File: src/hw/alu_pkg.sv
/*
 * ALU package
 * Data types, operation and size encodings and the request and result
 * structs shared by the controller and the datapath units
 */
`default_nettype none

package alu_pkg;

typedef logic [31:0] data_t;
typedef logic [4:0]  ccr_t;     // X N Z V C
typedef logic [4:0]  bitnum_t;

localparam int CCR_X = 4;
localparam int CCR_N = 3;
localparam int CCR_Z = 2;
localparam int CCR_V = 1;
localparam int CCR_C = 0;

localparam int DIV_STEPS = 16;  // Quotient bits per divide

typedef enum logic [1:0] {
    SIZE_BYTE = 2'd0,
    SIZE_WORD = 2'd1,
    SIZE_LONG = 2'd2            // 3 also decodes as long
} size_e;

typedef enum logic [4:0] {
    ALU_ADD  = 5'd0,  ALU_SUB  = 5'd1,  ALU_CMP  = 5'd2,  ALU_ADDX = 5'd3,
    ALU_SUBX = 5'd4,  ALU_AND  = 5'd5,  ALU_OR   = 5'd6,  ALU_EOR  = 5'd7,
    ALU_MOVE = 5'd8,  ALU_SWAP = 5'd9,  ALU_BTST = 5'd10, ALU_BCHG = 5'd11,
    ALU_BCLR = 5'd12, ALU_BSET = 5'd13, ALU_ASL  = 5'd14, ALU_ASR  = 5'd15,
    ALU_LSL  = 5'd16, ALU_LSR  = 5'd17, ALU_ROL  = 5'd18, ALU_ROR  = 5'd19,
    ALU_ROXL = 5'd20, ALU_ROXR = 5'd21, ALU_DIVU = 5'd22, ALU_DIVS = 5'd23
} alu_op_e;

typedef struct packed {
    alu_op_e op;
    size_e   size;
    data_t   a;                 // Destination operand
    data_t   b;
    ccr_t    ccr;
} alu_req_t;

typedef struct packed {
    data_t data;
    ccr_t  ccr;
} alu_res_t;

// --------------------
// Sized helpers
// --------------------
function automatic logic sized_msb(data_t d, size_e s);
    case (s)
        SIZE_BYTE: return d[7];
        SIZE_WORD: return d[15];
        default:   return d[31];
    endcase
endfunction

function automatic logic sized_zero(data_t d, size_e s);
    case (s)
        SIZE_BYTE: return d[7:0] == 8'h00;
        SIZE_WORD: return d[15:0] == 16'h0000;
        default:   return d == 32'h0000_0000;
    endcase
endfunction

// Low part from r, upper bits kept from a
function automatic data_t sized_merge(data_t a, data_t r, size_e s);
    case (s)
        SIZE_BYTE: return {a[31:8], r[7:0]};
        SIZE_WORD: return {a[31:16], r[15:0]};
        default:   return r;
    endcase
endfunction

endpackage

`default_nettype wire

File: src/hw/wb_regs_pkg.sv
/*
 * Wishbone register package
 * Classic bus request and response structs and the register map
 * of the ALU peripheral
 */
`default_nettype none

package wb_regs_pkg;

typedef logic [2:0]  reg_addr_t;    // Word address
typedef logic [31:0] wb_data_t;

localparam reg_addr_t REG_OPA    = 3'd0;   // Destination operand
localparam reg_addr_t REG_OPB    = 3'd1;
localparam reg_addr_t REG_CMD    = 3'd2;
localparam reg_addr_t REG_RESULT = 3'd3;   // Read only
localparam reg_addr_t REG_CCR    = 3'd4;

localparam int CMD_OP_LSB   = 0;
localparam int CMD_SIZE_LSB = 8;

typedef struct packed {
    logic      cyc;
    logic      stb;
    logic      we;
    reg_addr_t adr;
    wb_data_t  dat;
} wb_req_t;

typedef struct packed {
    logic     ack;
    wb_data_t dat;
} wb_rsp_t;

endpackage

`default_nettype wire

File: src/hw/alu_addsub.sv
/*
 * Add/subtract unit
 * One 33-bit adder serving ADD, SUB, CMP, ADDX and SUBX at byte,
 * word and long size with sized carry and overflow
 */
`timescale 1ns/100ps
`default_nettype none

module alu_addsub
    import alu_pkg::*;
(
    input  alu_req_t req,
    output alu_res_t res
);

logic        sub_op;
logic        ext_op;        // ADDX or SUBX
logic        carry_in;
data_t       b_in;
logic [32:0] sum;
logic        c8;
logic        c16;
logic        carry;
logic        msb_a;
logic        msb_b;
logic        msb_s;
logic        is_zero;

always_comb begin
    sub_op   = req.op inside {ALU_SUB, ALU_CMP, ALU_SUBX};
    ext_op   = req.op inside {ALU_ADDX, ALU_SUBX};
    carry_in = (ext_op & req.ccr[CCR_X]) ^ sub_op;  // Borrow becomes inverted carry
    b_in     = sub_op ? ~req.b : req.b;
    sum      = {1'b0, req.a} + {1'b0, b_in} + {32'b0, carry_in};

    c8  = sum[8] ^ req.a[8] ^ b_in[8];              // Carry out of bit 7
    c16 = sum[16] ^ req.a[16] ^ b_in[16];           // Carry out of bit 15
    case (req.size)
        SIZE_BYTE: carry = c8;
        SIZE_WORD: carry = c16;
        default:   carry = sum[32];
    endcase

    msb_a   = sized_msb(req.a, req.size);
    msb_b   = sized_msb(b_in, req.size);
    msb_s   = sized_msb(sum[31:0], req.size);
    is_zero = sized_zero(sum[31:0], req.size);

    res.data        = sized_merge(req.a, sum[31:0], req.size);
    res.ccr         = req.ccr;
    res.ccr[CCR_N]  = msb_s;
    res.ccr[CCR_Z]  = ext_op ? (is_zero & req.ccr[CCR_Z]) : is_zero;  // Sticky Z
    res.ccr[CCR_V]  = (msb_a ~^ msb_b) & (msb_a ^ msb_s);
    res.ccr[CCR_C]  = carry ^ sub_op;
    if (req.op == ALU_CMP) begin
        res.data = req.a;                           // Compare only sets flags
    end else begin
        res.ccr[CCR_X] = carry ^ sub_op;
    end
end

endmodule

`default_nettype wire

File: src/hw/alu_ctrl.sv
/*
 * ALU controller
 * Wishbone slave decode, operand/ccr/result registers and the command
 * FSM. Single-cycle results are taken from the datapath units, divides
 * are handed to the sequential divider.
 */
`timescale 1ns/100ps
`default_nettype none

module alu_ctrl
    import alu_pkg::*, wb_regs_pkg::*;
(
    input  logic     clk,
    input  logic     reset,
    input  wb_req_t  bus_req,
    output wb_rsp_t  bus_rsp,
    output alu_req_t req,
    input  alu_res_t addsub_res,
    input  alu_res_t logic_res,
    input  alu_res_t shift_res,
    input  alu_res_t div_res,
    output logic     div_start,
    input  logic     div_done
);

typedef enum logic [1:0] {
    IDLE,
    DIVIDE,
    ACK
} state_e;

state_e   state;
data_t    opa;
data_t    opb;
data_t    result;
ccr_t     ccr;
logic     access;       // New bus cycle seen
alu_res_t op_res;
logic     op_div;

assign access = (state == IDLE) && bus_req.cyc && bus_req.stb;

// Request is built from the live command word and the stored operands
always_comb begin
    req.op   = alu_op_e'(bus_req.dat[CMD_OP_LSB +: $bits(alu_op_e)]);
    req.size = size_e'(bus_req.dat[CMD_SIZE_LSB +: $bits(size_e)]);
    req.a    = opa;
    req.b    = opb;
    req.ccr  = ccr;
end

// --------------------
// Result selection
// --------------------
always_comb begin
    op_res.data = result;           // Unknown op keeps old state
    op_res.ccr  = ccr;
    op_div      = 1'b0;
    case (req.op)
        ALU_ADD, ALU_SUB, ALU_CMP, ALU_ADDX, ALU_SUBX:
            op_res = addsub_res;
        ALU_AND, ALU_OR, ALU_EOR, ALU_MOVE, ALU_SWAP,
        ALU_BTST, ALU_BCHG, ALU_BCLR, ALU_BSET:
            op_res = logic_res;
        ALU_ASL, ALU_ASR, ALU_LSL, ALU_LSR,
        ALU_ROL, ALU_ROR, ALU_ROXL, ALU_ROXR:
            op_res = shift_res;
        ALU_DIVU, ALU_DIVS:
            op_div = 1'b1;
        default: ;
    endcase
end

// --------------------
// Command FSM
// --------------------
always_ff @(posedge clk) begin
    if (reset) begin
        state     <= IDLE;
        div_start <= 1'b0;
        opa       <= '0;
        opb       <= '0;
        result    <= '0;
        ccr       <= '0;
    end else begin
        div_start <= 1'b0;
        case (state)
            IDLE: begin
                if (access) begin
                    state <= ACK;
                    if (bus_req.we) begin
                        case (bus_req.adr)
                            REG_OPA: opa <= bus_req.dat;
                            REG_OPB: opb <= bus_req.dat;
                            REG_CCR: ccr <= bus_req.dat[$bits(ccr_t)-1:0];
                            REG_CMD: begin
                                if (op_div) begin
                                    state     <= DIVIDE;
                                    div_start <= 1'b1;
                                end else begin
                                    result <= op_res.data;
                                    ccr    <= op_res.ccr;
                                end
                            end
                            default: ;          // Result register ignores writes
                        endcase
                    end
                end
            end
            DIVIDE: begin
                if (div_done) begin
                    result <= div_res.data;
                    ccr    <= div_res.ccr;
                    state  <= ACK;
                end
            end
            ACK: state <= IDLE;
            default: state <= IDLE;
        endcase
    end
end

// Read data follows the address held by the master
always_comb begin
    bus_rsp.ack = (state == ACK);
    case (bus_req.adr)
        REG_OPA:    bus_rsp.dat = opa;
        REG_OPB:    bus_rsp.dat = opb;
        REG_RESULT: bus_rsp.dat = result;
        REG_CCR:    bus_rsp.dat = {{(32 - $bits(ccr_t)){1'b0}}, ccr};
        default:    bus_rsp.dat = '0;
    endcase
end

// --------------------
// Bus protocol checks
// --------------------
ack_needs_stb: assert property (@(posedge clk) disable iff (reset)
    bus_rsp.ack |-> bus_req.stb);

ack_one_cycle: assert property (@(posedge clk) disable iff (reset)
    bus_rsp.ack |=> !bus_rsp.ack);

endmodule

`default_nettype wire

File: src/hw/alu_divider.sv
/*
 * Sequential divider
 * DIVU.W and DIVS.W on a 32-bit dividend and 16-bit divisor with a
 * restoring subtract-shift loop, sign fix-up and overflow detection
 */
`timescale 1ns/100ps
`default_nettype none

module alu_divider
    import alu_pkg::*;
(
    input  logic     clk,
    input  logic     reset,
    input  logic     start,
    input  alu_req_t req,
    output logic     done,
    output alu_res_t res
);

typedef enum logic [1:0] {
    DIV_IDLE,
    DIV_RUN,
    DIV_FIX
} div_state_e;

div_state_e                   state;
logic [$clog2(DIV_STEPS)-1:0] step;
logic                         divs_req;
logic                         a_neg;
logic                         b_neg;
data_t                        a_mag;
logic [15:0]                  b_mag;
logic [15:0]                  divisor;      // Divisor magnitude
logic [16:0]                  rem;          // Partial remainder
logic [15:0]                  quo;          // Dividend bits out, quotient bits in
data_t                        dividend;     // Returned unchanged on overflow
logic                         x_flag;
logic                         signed_op;
logic                         neg_quo;
logic                         neg_rem;
logic                         big_quo;      // Quotient wider than 16 bits
logic [16:0]                  shifted;
logic [17:0]                  trial;
logic [15:0]                  quo_out;
logic [15:0]                  rem_out;
logic                         ovf;
alu_res_t                     fix_res;

assign divs_req = (req.op == ALU_DIVS);
assign a_neg    = divs_req & req.a[31];
assign b_neg    = divs_req & req.b[15];
assign a_mag    = a_neg ? -req.a : req.a;
assign b_mag    = b_neg ? -req.b[15:0] : req.b[15:0];

assign shifted = {rem[15:0], quo[15]};
assign trial   = {1'b0, shifted} - {2'b00, divisor};

// --------------------
// Sign fix-up
// --------------------
always_comb begin
    quo_out = neg_quo ? -quo : quo;             // Truncates toward zero
    rem_out = neg_rem ? -rem[15:0] : rem[15:0]; // Remainder follows dividend
    if (big_quo) begin
        ovf = 1'b1;                             // Also covers a zero divisor
    end else if (signed_op) begin
        ovf = neg_quo ? (quo > 16'h8000) : quo[15];
    end else begin
        ovf = 1'b0;
    end

    fix_res.ccr        = '0;
    fix_res.ccr[CCR_X] = x_flag;
    if (ovf) begin
        fix_res.data       = dividend;
        fix_res.ccr[CCR_V] = 1'b1;
    end else begin
        fix_res.data       = {rem_out, quo_out};
        fix_res.ccr[CCR_N] = quo_out[15];
        fix_res.ccr[CCR_Z] = (quo_out == 16'h0000);
    end
end

always_ff @(posedge clk) begin
    if (reset) begin
        state <= DIV_IDLE;
        step  <= '0;
        done  <= 1'b0;
    end else begin
        done <= 1'b0;
        case (state)
            DIV_IDLE: begin
                step <= '0;
                if (start) begin
                    state <= DIV_RUN;
                end
            end
            DIV_RUN: begin
                step <= step + 1'b1;
                if (step == $bits(step)'(DIV_STEPS - 1)) begin
                    state <= DIV_FIX;
                end
            end
            DIV_FIX: begin
                state <= DIV_IDLE;
                done  <= 1'b1;
            end
            default: state <= DIV_IDLE;
        endcase
    end
end

always_ff @(posedge clk) begin
    if (start) begin
        divisor   <= b_mag;
        rem       <= {1'b0, a_mag[31:16]};
        quo       <= a_mag[15:0];
        dividend  <= req.a;
        x_flag    <= req.ccr[CCR_X];
        signed_op <= divs_req;
        neg_quo   <= a_neg ^ b_neg;
        neg_rem   <= a_neg;
        big_quo   <= (a_mag[31:16] >= b_mag);
    end else if (state == DIV_RUN) begin
        if (!trial[17]) begin
            rem <= trial[16:0];
            quo <= {quo[14:0], 1'b1};
        end else begin
            rem <= shifted;                     // Restore
            quo <= {quo[14:0], 1'b0};
        end
    end
    if (state == DIV_FIX) begin
        res <= fix_res;
    end
end

start_when_idle: assert property (@(posedge clk) disable iff (reset)
    start |-> (state == DIV_IDLE));

endmodule

`default_nettype wire

File: src/hw/alu_logic.sv
/*
 * Logic and bit unit
 * AND, OR, EOR, MOVE and SWAP with sized N/Z, plus BTST, BCHG,
 * BCLR and BSET on one bit of operand A
 */
`timescale 1ns/100ps
`default_nettype none

module alu_logic
    import alu_pkg::*;
(
    input  alu_req_t req,
    output alu_res_t res
);

data_t   logic_val;
size_e   eff_size;
bitnum_t bit_pos;
logic    old_bit;
data_t   bit_val;

always_comb begin
    case (req.op)
        ALU_AND:  logic_val = req.a & req.b;
        ALU_OR:   logic_val = req.a | req.b;
        ALU_EOR:  logic_val = req.a ^ req.b;
        ALU_MOVE: logic_val = req.b;
        default:  logic_val = {req.a[15:0], req.a[31:16]};  // SWAP
    endcase
    eff_size = (req.op == ALU_SWAP) ? SIZE_LONG : req.size;

    bit_pos = req.b[4:0];
    old_bit = req.a[bit_pos];
    bit_val = req.a;
    case (req.op)
        ALU_BCHG: bit_val[bit_pos] = ~old_bit;
        ALU_BCLR: bit_val[bit_pos] = 1'b0;
        ALU_BSET: bit_val[bit_pos] = 1'b1;
        default: ;
    endcase

    res.data = req.a;
    res.ccr  = req.ccr;
    if (req.op inside {ALU_AND, ALU_OR, ALU_EOR, ALU_MOVE, ALU_SWAP}) begin
        res.data       = sized_merge(req.a, logic_val, eff_size);
        res.ccr[CCR_N] = sized_msb(logic_val, eff_size);
        res.ccr[CCR_Z] = sized_zero(logic_val, eff_size);
        res.ccr[CCR_V] = 1'b0;
        res.ccr[CCR_C] = 1'b0;
    end else if (req.op inside {ALU_BTST, ALU_BCHG, ALU_BCLR, ALU_BSET}) begin
        res.data       = bit_val;       // BTST leaves A as is
        res.ccr[CCR_Z] = ~old_bit;
    end
end

endmodule

`default_nettype wire

File: src/hw/alu_shift.sv
/*
 * Shift and rotate unit
 * Moves the sized operand A by one position for ASx, LSx, ROx and ROXx
 * and derives X, C and the ASL overflow
 */
`timescale 1ns/100ps
`default_nettype none

module alu_shift
    import alu_pkg::*;
(
    input  alu_req_t req,
    output alu_res_t res
);

logic  top_bit;     // Sized msb of A
logic  shift_left;
logic  keep_x;
logic  fill;        // Bit entering the vacated position
logic  out_bit;
data_t moved;
data_t shifted;

always_comb begin
    top_bit    = sized_msb(req.a, req.size);
    shift_left = req.op inside {ALU_ASL, ALU_LSL, ALU_ROL, ALU_ROXL};
    keep_x     = req.op inside {ALU_ROL, ALU_ROR};
    case (req.op)
        ALU_ASR:            fill = top_bit;
        ALU_ROL:            fill = top_bit;
        ALU_ROR:            fill = req.a[0];
        ALU_ROXL, ALU_ROXR: fill = req.ccr[CCR_X];  // Rotate through X
        default:            fill = 1'b0;
    endcase

    if (shift_left) begin
        moved   = {req.a[30:0], fill};
        out_bit = top_bit;
    end else begin
        moved = {1'b0, req.a[31:1]};
        case (req.size)
            SIZE_BYTE: moved[7] = fill;
            SIZE_WORD: moved[15] = fill;
            default:   moved[31] = fill;
        endcase
        out_bit = req.a[0];
    end
    shifted = sized_merge(req.a, moved, req.size);

    res.data       = shifted;
    res.ccr        = req.ccr;
    res.ccr[CCR_N] = sized_msb(shifted, req.size);
    res.ccr[CCR_Z] = sized_zero(shifted, req.size);
    res.ccr[CCR_C] = out_bit;
    // ASL overflows when the sign bit flips
    res.ccr[CCR_V] = (req.op == ALU_ASL) & (sized_msb(shifted, req.size) ^ top_bit);
    if (!keep_x) begin
        res.ccr[CCR_X] = out_bit;
    end
end

endmodule

`default_nettype wire

File: src/hw/alu_top.sv
/*
 * ALU peripheral top level
 * Wishbone slave with the controller and the four datapath units
 */
`timescale 1ns/100ps
`default_nettype none

module alu_top
    import alu_pkg::*, wb_regs_pkg::*;
(
    input  logic    clk,
    input  logic    reset,
    input  wb_req_t bus_req,
    output wb_rsp_t bus_rsp
);

alu_req_t req;          // Shared by all datapath units
alu_res_t addsub_res;
alu_res_t logic_res;
alu_res_t shift_res;
alu_res_t div_res;
logic     div_start;
logic     div_done;

alu_ctrl i_alu_ctrl (
    .clk        (clk),
    .reset      (reset),
    .bus_req    (bus_req),
    .bus_rsp    (bus_rsp),
    .req        (req),
    .addsub_res (addsub_res),
    .logic_res  (logic_res),
    .shift_res  (shift_res),
    .div_res    (div_res),
    .div_start  (div_start),
    .div_done   (div_done)
);

alu_addsub i_alu_addsub (.req(req), .res(addsub_res));
alu_logic  i_alu_logic  (.req(req), .res(logic_res));
alu_shift  i_alu_shift  (.req(req), .res(shift_res));

alu_divider i_alu_divider (
    .clk   (clk),
    .reset (reset),
    .start (div_start),
    .req   (req),
    .done  (div_done),
    .res   (div_res)
);

endmodule

`default_nettype wire

File: config.mk
export PLATFORM = sky130hd
export DESIGN_NAME = alu_top
export DESIGN_NICKNAME = d
export VERILOG_FILES = /design/src/hw/alu_pkg.sv /design/src/hw/wb_regs_pkg.sv /design/src/hw/alu_addsub.sv /design/src/hw/alu_ctrl.sv /design/src/hw/alu_divider.sv /design/src/hw/alu_logic.sv /design/src/hw/alu_shift.sv /design/src/hw/alu_top.sv
export SDC_FILE = /design/constraint.sdc
export NUM_CORES = 1
export LEC_CHECK = 0
export ABC_AREA = 1
export ABC_CLOCK_PERIOD_IN_PS = 3600
export BUFFER_PORTS_ARGS = -buffer_cell sky130_fd_sc_hd__buf_2
export CAP_MARGIN = 25
export CORE_MARGIN = 2
export CORE_UTILIZATION = 35
export DETAILED_ROUTE_END_ITERATION = 8
export GPL_ROUTABILITY_DRIVEN = 0
export GPL_TIMING_DRIVEN = 0
export PLACE_DENSITY = 0.57
export SYNTH_ARGS = -nofsm -noshare
export SYNTH_HDL_FRONTEND = slang
export SYNTH_SLANG_ARGS = --single-unit
File: constraint.sdc
create_clock -name clk -period 3.6 [get_ports clk]
set_clock_uncertainty 0.1 [all_clocks]
set_input_delay 0.36 -clock clk [delete_from_list [all_inputs] [get_ports clk]]
set_output_delay 0.36 -clock clk [all_outputs]
set_load 0.01 [all_outputs]
Word level (Yosys, flattened, before mapping)
Cells that the tools add are included.
{ "totals": {"inputBits": 40, "wordCells": 237, "regBits": 232, "output_inout_bits": 33} }
{ "classes": {"add_sub_neg": 8, "n_eq_ne": 51, "reduce_logical": 44, "bitwise_logic": 28, "muxes": 79, "n_lt_le_gt_ge": 4} }
{ "ops": {"columns": ["op", "n"], "rows": [
  ["two-way mux 32 bit", 12],
  ["case mux 32 bit (2 select lines)", 4],
  ["case mux 32 bit (4 select lines)", 2],
  ["two-way mux 16 bit", 8],
  ["case mux 37 bit (3 select lines)", 1],
  ["logical NOT 32 bit", 3],
  ["case mux 32 bit (3 select lines)", 1],
  ["bitwise AND 32 bit", 2],
  ["logical NOT 16 bit", 4],
  ["inverter 32 bit", 2],
  ["bitwise OR 32 bit", 2],
  ["negation 16 bit", 3],
  ["== test 5 x 4 -> 1 bit (second input constant)", 8],
  ["== test 5 bit (second input constant)", 8],
  ["adder 32 x 32 -> 33 bit", 1],
  ["adder 33 x 1 -> 33 bit", 1],
  ["bitwise mux 32 bit", 1],
  ["negation 32 bit", 1],
  ["XOR 32 bit", 1],
  ["logical NOT 8 bit", 3],
  ["== test 5 x 3 -> 1 bit (second input constant)", 4],
  ["two-way mux 1 bit", 20],
  ["two-way mux 5 bit", 4],
  ["case mux 5 bit (2 select lines)", 2],
  ["49 further kinds", 116]
]} }

Depth between registers and ports, before layout
{ "depth": {"depth_word": 16, "ltp_mapped": 33, "ltp_nobuf": 31} }

Modules after synthesis
Synthesis repeated with hierarchy kept, for this count alone.
{ "unflattened": {"cells_unflattened": 3817, "hier_area_um2": 23577.6} }
{ "modules_own_cells": {"columns": ["module", "area_per_inst_um2", "cells_each", "instances", "seq_area_each_um2"], "rows": [
  ["alu_divider", 8654.6, 1090, 1, 3773.6],
  ["alu_ctrl", 5694.2, 872, 1, 2082.0],
  ["alu_logic", 4291.6, 849, 1, 0.0],
  ["alu_addsub", 3693.5, 742, 1, 0.0],
  ["alu_shift", 1243.7, 264, 1, 0.0]
]} }

Least setup slack after synthesis
Ideal clock, no wire load.
{ "synth_timing": {"path_type": "input-to-reg", "from": "input bus_req[4] (netlist name)", "to": "register i_alu_ctrl.ccr[2]", "required_ps": 3433, "slack_ps": -229, "setup_ps": 67, "path_stages": 33, "t_arrival_ps": 3662, "cell_sequence": "buf_6 -> inv_2 -> buf_6 -> nand2_2 -> nor2_4 -> nand2_2 -> nand3_4 -> buf_2 -> xor2_1 -> fa_1 -> inv_1 -> fa_1 -> inv_1 -> nand3_1 -> nand3_1 -> nand2_1 -> nand2_1 -> nand2_1 -> nand2_1 -> nand2_1 -> nand2_1 -> nand2_1 -> nand2_1 -> nand2_1 -> nor2_1 -> nand3_1 -> nand2_1 -> nand2_1 -> nand2_1 -> nand2_1 -> nand2_1 -> nand2_1 -> a21oi_2"} }
{ "synth_between": {"elab_chain_cells": 15, "word_cells_on_any_way": 76} }
{ "synth_lines": {"columns": ["element", "line", "source"], "rows": [
  ["start, declared", "alu_top.sv:13", "input wb_req_t bus_req,"],
  ["== test 5 x 1 -> 1 bit (tied with other cells)", "alu_addsub.sv:30, alu_ctrl.sv:59", null],
  ["nonzero test 3 bit or nonzero test 2 bit (tied branches)", "alu_addsub.sv:30, alu_addsub.sv:31", null],
  ["two-way mux 32 bit or bitwise AND 1 bit (tied branches)", "alu_addsub.sv:33, alu_addsub.sv:32", null],
  ["adder 32 x 32 -> 33 bit or XOR 1 bit (tied branches)", "alu_addsub.sv:34, alu_addsub.sv:32", null],
  ["adder 33 x 1 -> 33 bit", "alu_addsub.sv:34", "sum = {1'b0, req.a} + {1'b0, b_in} + {32'b0, carry_in};"],
  ["logical NOT 32 bit (tied with other cells)", "alu_pkg.sv:65", "default: return d == 32'h0000_0000;"],
  ["case mux 1 bit (2 select lines)", "alu_pkg.sv:62", "case (s)"],
  ["bitwise AND 1 bit", "alu_addsub.sv:52", "res.ccr[CCR_Z] = ext_op ? (is_zero & req.ccr[CCR_Z]) : is_zero;"],
  ["two-way mux 1 bit", "alu_addsub.sv:52", null],
  ["case mux 37 bit (3 select lines)", "alu_ctrl.sv:59", "case (req.op)"],
  ["two-way mux 5 bit", "alu_ctrl.sv:97", "if (op_div) begin"],
  ["case mux 5 bit (2 select lines)", "alu_ctrl.sv:92", "case (bus_req.adr)"],
  ["two-way mux 5 bit", "alu_ctrl.sv:91", "if (bus_req.we) begin"],
  ["two-way mux 5 bit", "alu_ctrl.sv:89", "if (access) begin"],
  ["case mux 5 bit (2 select lines)", "alu_ctrl.sv:87", "case (state)"],
  ["end signal, assigned", "alu_ctrl.sv:95", "REG_CCR: ccr <= bus_req.dat[$bits(ccr_t)-1:0];"],
  ["end signal, assigned", "alu_ctrl.sv:102", "ccr <= op_res.ccr;"],
  ["end signal, assigned", "alu_ctrl.sv:113", "ccr <= div_res.ccr;"],
  ["end, declared", "alu_ctrl.sv:36", "ccr_t ccr;"]
]} }
Several ways; a longest one is shown, not always the timed one. The select of a mux whose other input is x is not followed.
A chain may end at the register's enable or synchronous reset.

Worst setup path in the final report
{ "layout_timing": {"from": "register i_alu_ctrl.opa[16]", "to": "register i_alu_divider.big_quo (data pin)"} }
{ "layout_between": {"elab_chain_cells": 3} }
{ "layout_lines": {"columns": ["element", "line", "source"], "rows": [
  ["start, declared", "alu_ctrl.sv:33", "data_t opa;"],
  ["start signal, assigned", "alu_ctrl.sv:93", "REG_OPA: opa <= bus_req.dat;"],
  ["negation 32 bit", "alu_divider.sv:52", "assign a_mag = a_neg ? -req.a : req.a;"],
  ["two-way mux 32 bit (*)", "alu_divider.sv:52", null],
  [">= comparator 16 bit (*)", "alu_divider.sv:123", "big_quo <= (a_mag[31:16] >= b_mag);"],
  ["end signal, assigned", "alu_divider.sv:123", null],
  ["end, declared", "alu_divider.sv:41", "logic big_quo;"]
]} }
Mark *: on every way between the ends. The rest lies on a longest branch, timed or not.

==> reports/summary.txt <==
drt wl/cell -> 23.9 um
Max Clk Rate -> 262 MHz
slew at the pin closest to its max-slew limit -> 1.04 ns
Net Sw Power -> 2.10 mW
CP cell instances -> clkbuf_1 > inv_2 > nand3_2 > nand2_2 > xor2_2 > ha_1 > a21boi_2 > o21a_1 > o21ai_1 > nand2_1 > nand3_2 > nand2_2 > a21oi_2 > o21bai_1 > a21o_1 > a21oi_2 > o21ai_2
Final Cycle Share -> 106%
via count -> 24171
antenna violations before repair -> 0
Pwr Total -> 6.93 mW
Peak VDD IR -> 0.000315 V
IO buf count -> 70
Worst setup SP type -> register
Chip Height -> 251 um
Leak Pwr -> 11.6 nW
# setup viols final -> 1
largest net degree at the start of global routing -> 60
Worst Hold Class -> in2reg
Slew headroom -> 30.5%
area of the multi-input gates -> 14200 sq um
synthesized area -> 21300 sq um
hold_sp -> bus_req[27]
crit-path max FO -> 10
Cells after Synth -> 3262
Gate power share -> 18.5%
status -> finished with violations
1st-iter DRT viols -> 3313
Main synth FF type -> edfxtp_1
DP Wirelength -> 79900 um
storage element area -> 5890 sq um
critical setup path kind -> reg2reg
syn_area_per_cell -> 6.54 sq um
internal power -> 4.83 mW
Final ANT Viol Nets -> 0
RSZ-0062 raised after global routing -> yes
IO Count -> 73
gr usage total -> 31.1%
Critical Path Start -> i_alu_ctrl.opa[16]$_SDFFE_PP0P_
reg2reg start -> i_alu_ctrl.opa[16]$_SDFFE_PP0P_
vias per cell -> 5.70
ant diodes -> 0
Required @ worst endpoint -> 3.79 ns
vias in the first global route -> 22140
die area -> 63000 sq um
Worst-path clk slew -> 0.06 ns
fill cell total of the finished layout -> 6471
min setup slack post-route -> -0.222 ns
P&R area growth vs syn -> 19.0%
H-tree levels -> 1
Final min period -> 3.82 ns
Synth Register Bits -> 232
worst slack, placed -> -1.76 ns
total global routing overflow -> 0
Worst EP arrival -> 4.01 ns
Distinct cells, synth -> 60
PwrDens -> 273 nW/um^2
WL final -> 101000 um
CTS tree -> yes
EDFF count, synth -> 121
Seq/Total Area, Yosys -> 27.4%
Rows -> 90
clock power share -> 41.0%
DRC viols -> 0
async set-reset flop share out of synthesis -> 0%
final hold violation count -> 0
Worst-Skew Late Latency -> 0.57 ns
syn_nets -> 3441
first-pass GRT wire length -> 145000 um
register share of total power -> 40.5%
Net Sw Frac -> 30.4%
layout cell share with drive strength beyond 1 -> 15.6%
drt pass-1 iters -> 6
Slew Limit Fails -> 0
Warnings, synthesis -> 0
CTS max path bufs -> 3
Starting Density -> 35.4%
chip width -> 251 um
Worst Setup End Kind -> register
Sinks on Clock Net -> 232
nets -> 3617
Max stage delay on crit path -> 0.58 ns
CTS buffer count -> 27
CP max stage cell -> dfxtp_1
FF-to-FF setup slack -> -0.22 ns
Max-cap violations -> 0
violated checks -> setup timing
CTS root buf -> clkbuf_16
total core area -> 60400 sq um
==> metrics by stage <==
stage          hold WS [ns]  cells  util, %  TNS, ns  cell area, sq um
3_3_place_gp          0.305   4114     37.6  -106.32             22700
5_1_grt              0.0364   4239     42.1   -0.480             25400
3_5_place_dp          0.310   4118     37.7   -46.16             22800
6_report            0.00998   4239     42.1   -0.222             25400
2_1_floorplan         0.300   3262        -        0             21400
4_1_cts             0.00536   4196     40.4   -0.257             24400
==> cell usage in the layout (no fill, tap or decap), types with 14 or more instances in the layout <==
cell,count
a21oi_1,212
a21oi_2,17
a31oi_1,16
buf_2,108
buf_4,79
clkbuf_1,78
clkbuf_16,30
clkinvlp_4,14
dfxtp_1,93
edfxtp_1,121
ha_1,117
inv_1,328
inv_2,18
nand2_1,921
nand2_2,49
nand3_1,173
nand3_2,17
nand4_1,51
nor2_1,237
nor2_2,19
nor2_4,16
nor3_1,38
o211ai_1,67
o21ai_0,218
o21ai_1,17
o221ai_1,35
xor2_1,84
xor2_2,14
==> repair_timing <==
action,in CTS,in global routing
pin swaps,14,58
gates resized for setup,119,188
hold buffers,5,0
setup buffers,24,44
gates cloned,1,0
endpoints found under the setup margin,43,57
endpoints found under the hold margin,4,0
==> area by class of cell <==
type / count / share of cell area [%]
well taps: 782 / 3.85
multi-input cells: 2499 / 56.0
clock buffers: 37 / 3.09
flip-flops and latches: 232 / 23.2
clock inverters: 11 / 0.429
inverters: 372 / 5.82
repair buffers: 148 / 4.04
plain buffers: 158 / 3.54
==> cells in the mapped netlist (all sizes together), types with 3 or more instances <==
master	number	area share, %
nor2	272	5.1
a21boi	3	0.11
o22ai	10	0.29
o311ai	5	0.21
xor2	100	4.1
nand3b	13	0.46
o21bai	3	0.11
nand4	51	1.5
nand3	193	4.7
o221ai	35	1.4
ha	136	8.0
a31oi	17	0.50
nand2	980	17
clkinv	16	0.28
buf	72	2.1
dfxtp	111	10
xnor2	22	0.90
fa	3	0.28
o211ai	67	2.4
inv	356	6.3
clkbuf	87	1.5
edfxtp	121	17
or2	10	0.29
o2111ai	13	0.53
a211oi	5	0.18
a21oi	229	5.4
a21o	3	0.11
nor3	57	1.6
o21ai	239	5.6
o31ai	10	0.35
nor4	10	0.36
==> metal layers <==
layer | vias to the layer above | wire length [um] | track usage [%]
met1 | 11113 | 40300 | 41.8
li1 | 11194 | - | -
met3 | 314 | 12200 | 5.97
met4 | 0 | 6280 | 16.4
met2 | 1550 | 42700 | 47.3
met5 | - | 0 | 0
==> cell families (layout without fill, tap and decap cells) <==
group / Yosys count / in the layout / synth area share (%)
adder cells (fa/ha/maj): 139 / 139 / 8.25
AND/OR/NAND/NOR: 1589 / 1589 / 31.5
flip-flops: 232 / 232 / 27.4
buffers and inverters: 531 / 726 / 10.2
AO/OA/AOI/OAI: 649 / 649 / 17.7
XOR/XNOR: 122 / 122 / 5.01
==> registers in the layout, summed over array words and instances (netlist names) <==
| signal | count |
|---|---|
| i_alu_ctrl.ccr | 5 |
| i_alu_ctrl.div_start | 1 |
| i_alu_ctrl.opa | 32 |
| i_alu_ctrl.opb | 32 |
| i_alu_ctrl.result | 32 |
| i_alu_ctrl.state | 2 |
| i_alu_divider.big_quo | 1 |
| i_alu_divider.dividend | 32 |
| i_alu_divider.divisor | 16 |
| i_alu_divider.done | 1 |
| i_alu_divider.neg_quo | 1 |
| i_alu_divider.neg_rem | 1 |
| i_alu_divider.quo | 16 |
| i_alu_divider.rem | 16 |
| i_alu_divider.res | 36 |
| i_alu_divider.signed_op | 1 |
| i_alu_divider.state | 2 |
| i_alu_divider.step | 4 |
| i_alu_divider.x_flag | 1 |
==> critical path: cells and delay by family (launching register included) <==
family                     cells  cell delay [ns]
AOI/OAI and AO/OA              8             1.07
xor gates and xnor gates       1             0.15
adders and majority gates      1             0.28
buffers and inverters          2             0.87
DFF                            1             0.58
and+or+nand+nor                5             0.47
==> power groups by stage <==
stage	Sequential [mW]	Clock [mW]	Combinational, mW
5_1_grt	2.81	2.95	1.34
3_5_place_dp	2.87	0	1.08
4_1_cts	2.81	2.85	1.14
3_3_place_gp	2.87	0	1.08
6_report	2.81	2.84	1.28
2_1_floorplan	2.85	0	0.693
==> final timing paths <==
path                                endpoint  cells after the start
min          i_alu_ctrl.opa[27]$_SDFFE_PP0P_                      3
max reg2reg  i_alu_divider.big_quo$_DFFE_PP_                     17
max          i_alu_divider.big_quo$_DFFE_PP_                     17
min reg2reg   i_alu_divider.res[4]$_DFFE_PP_                      0
Note: power is estimated with default switching activity, not from simulation.
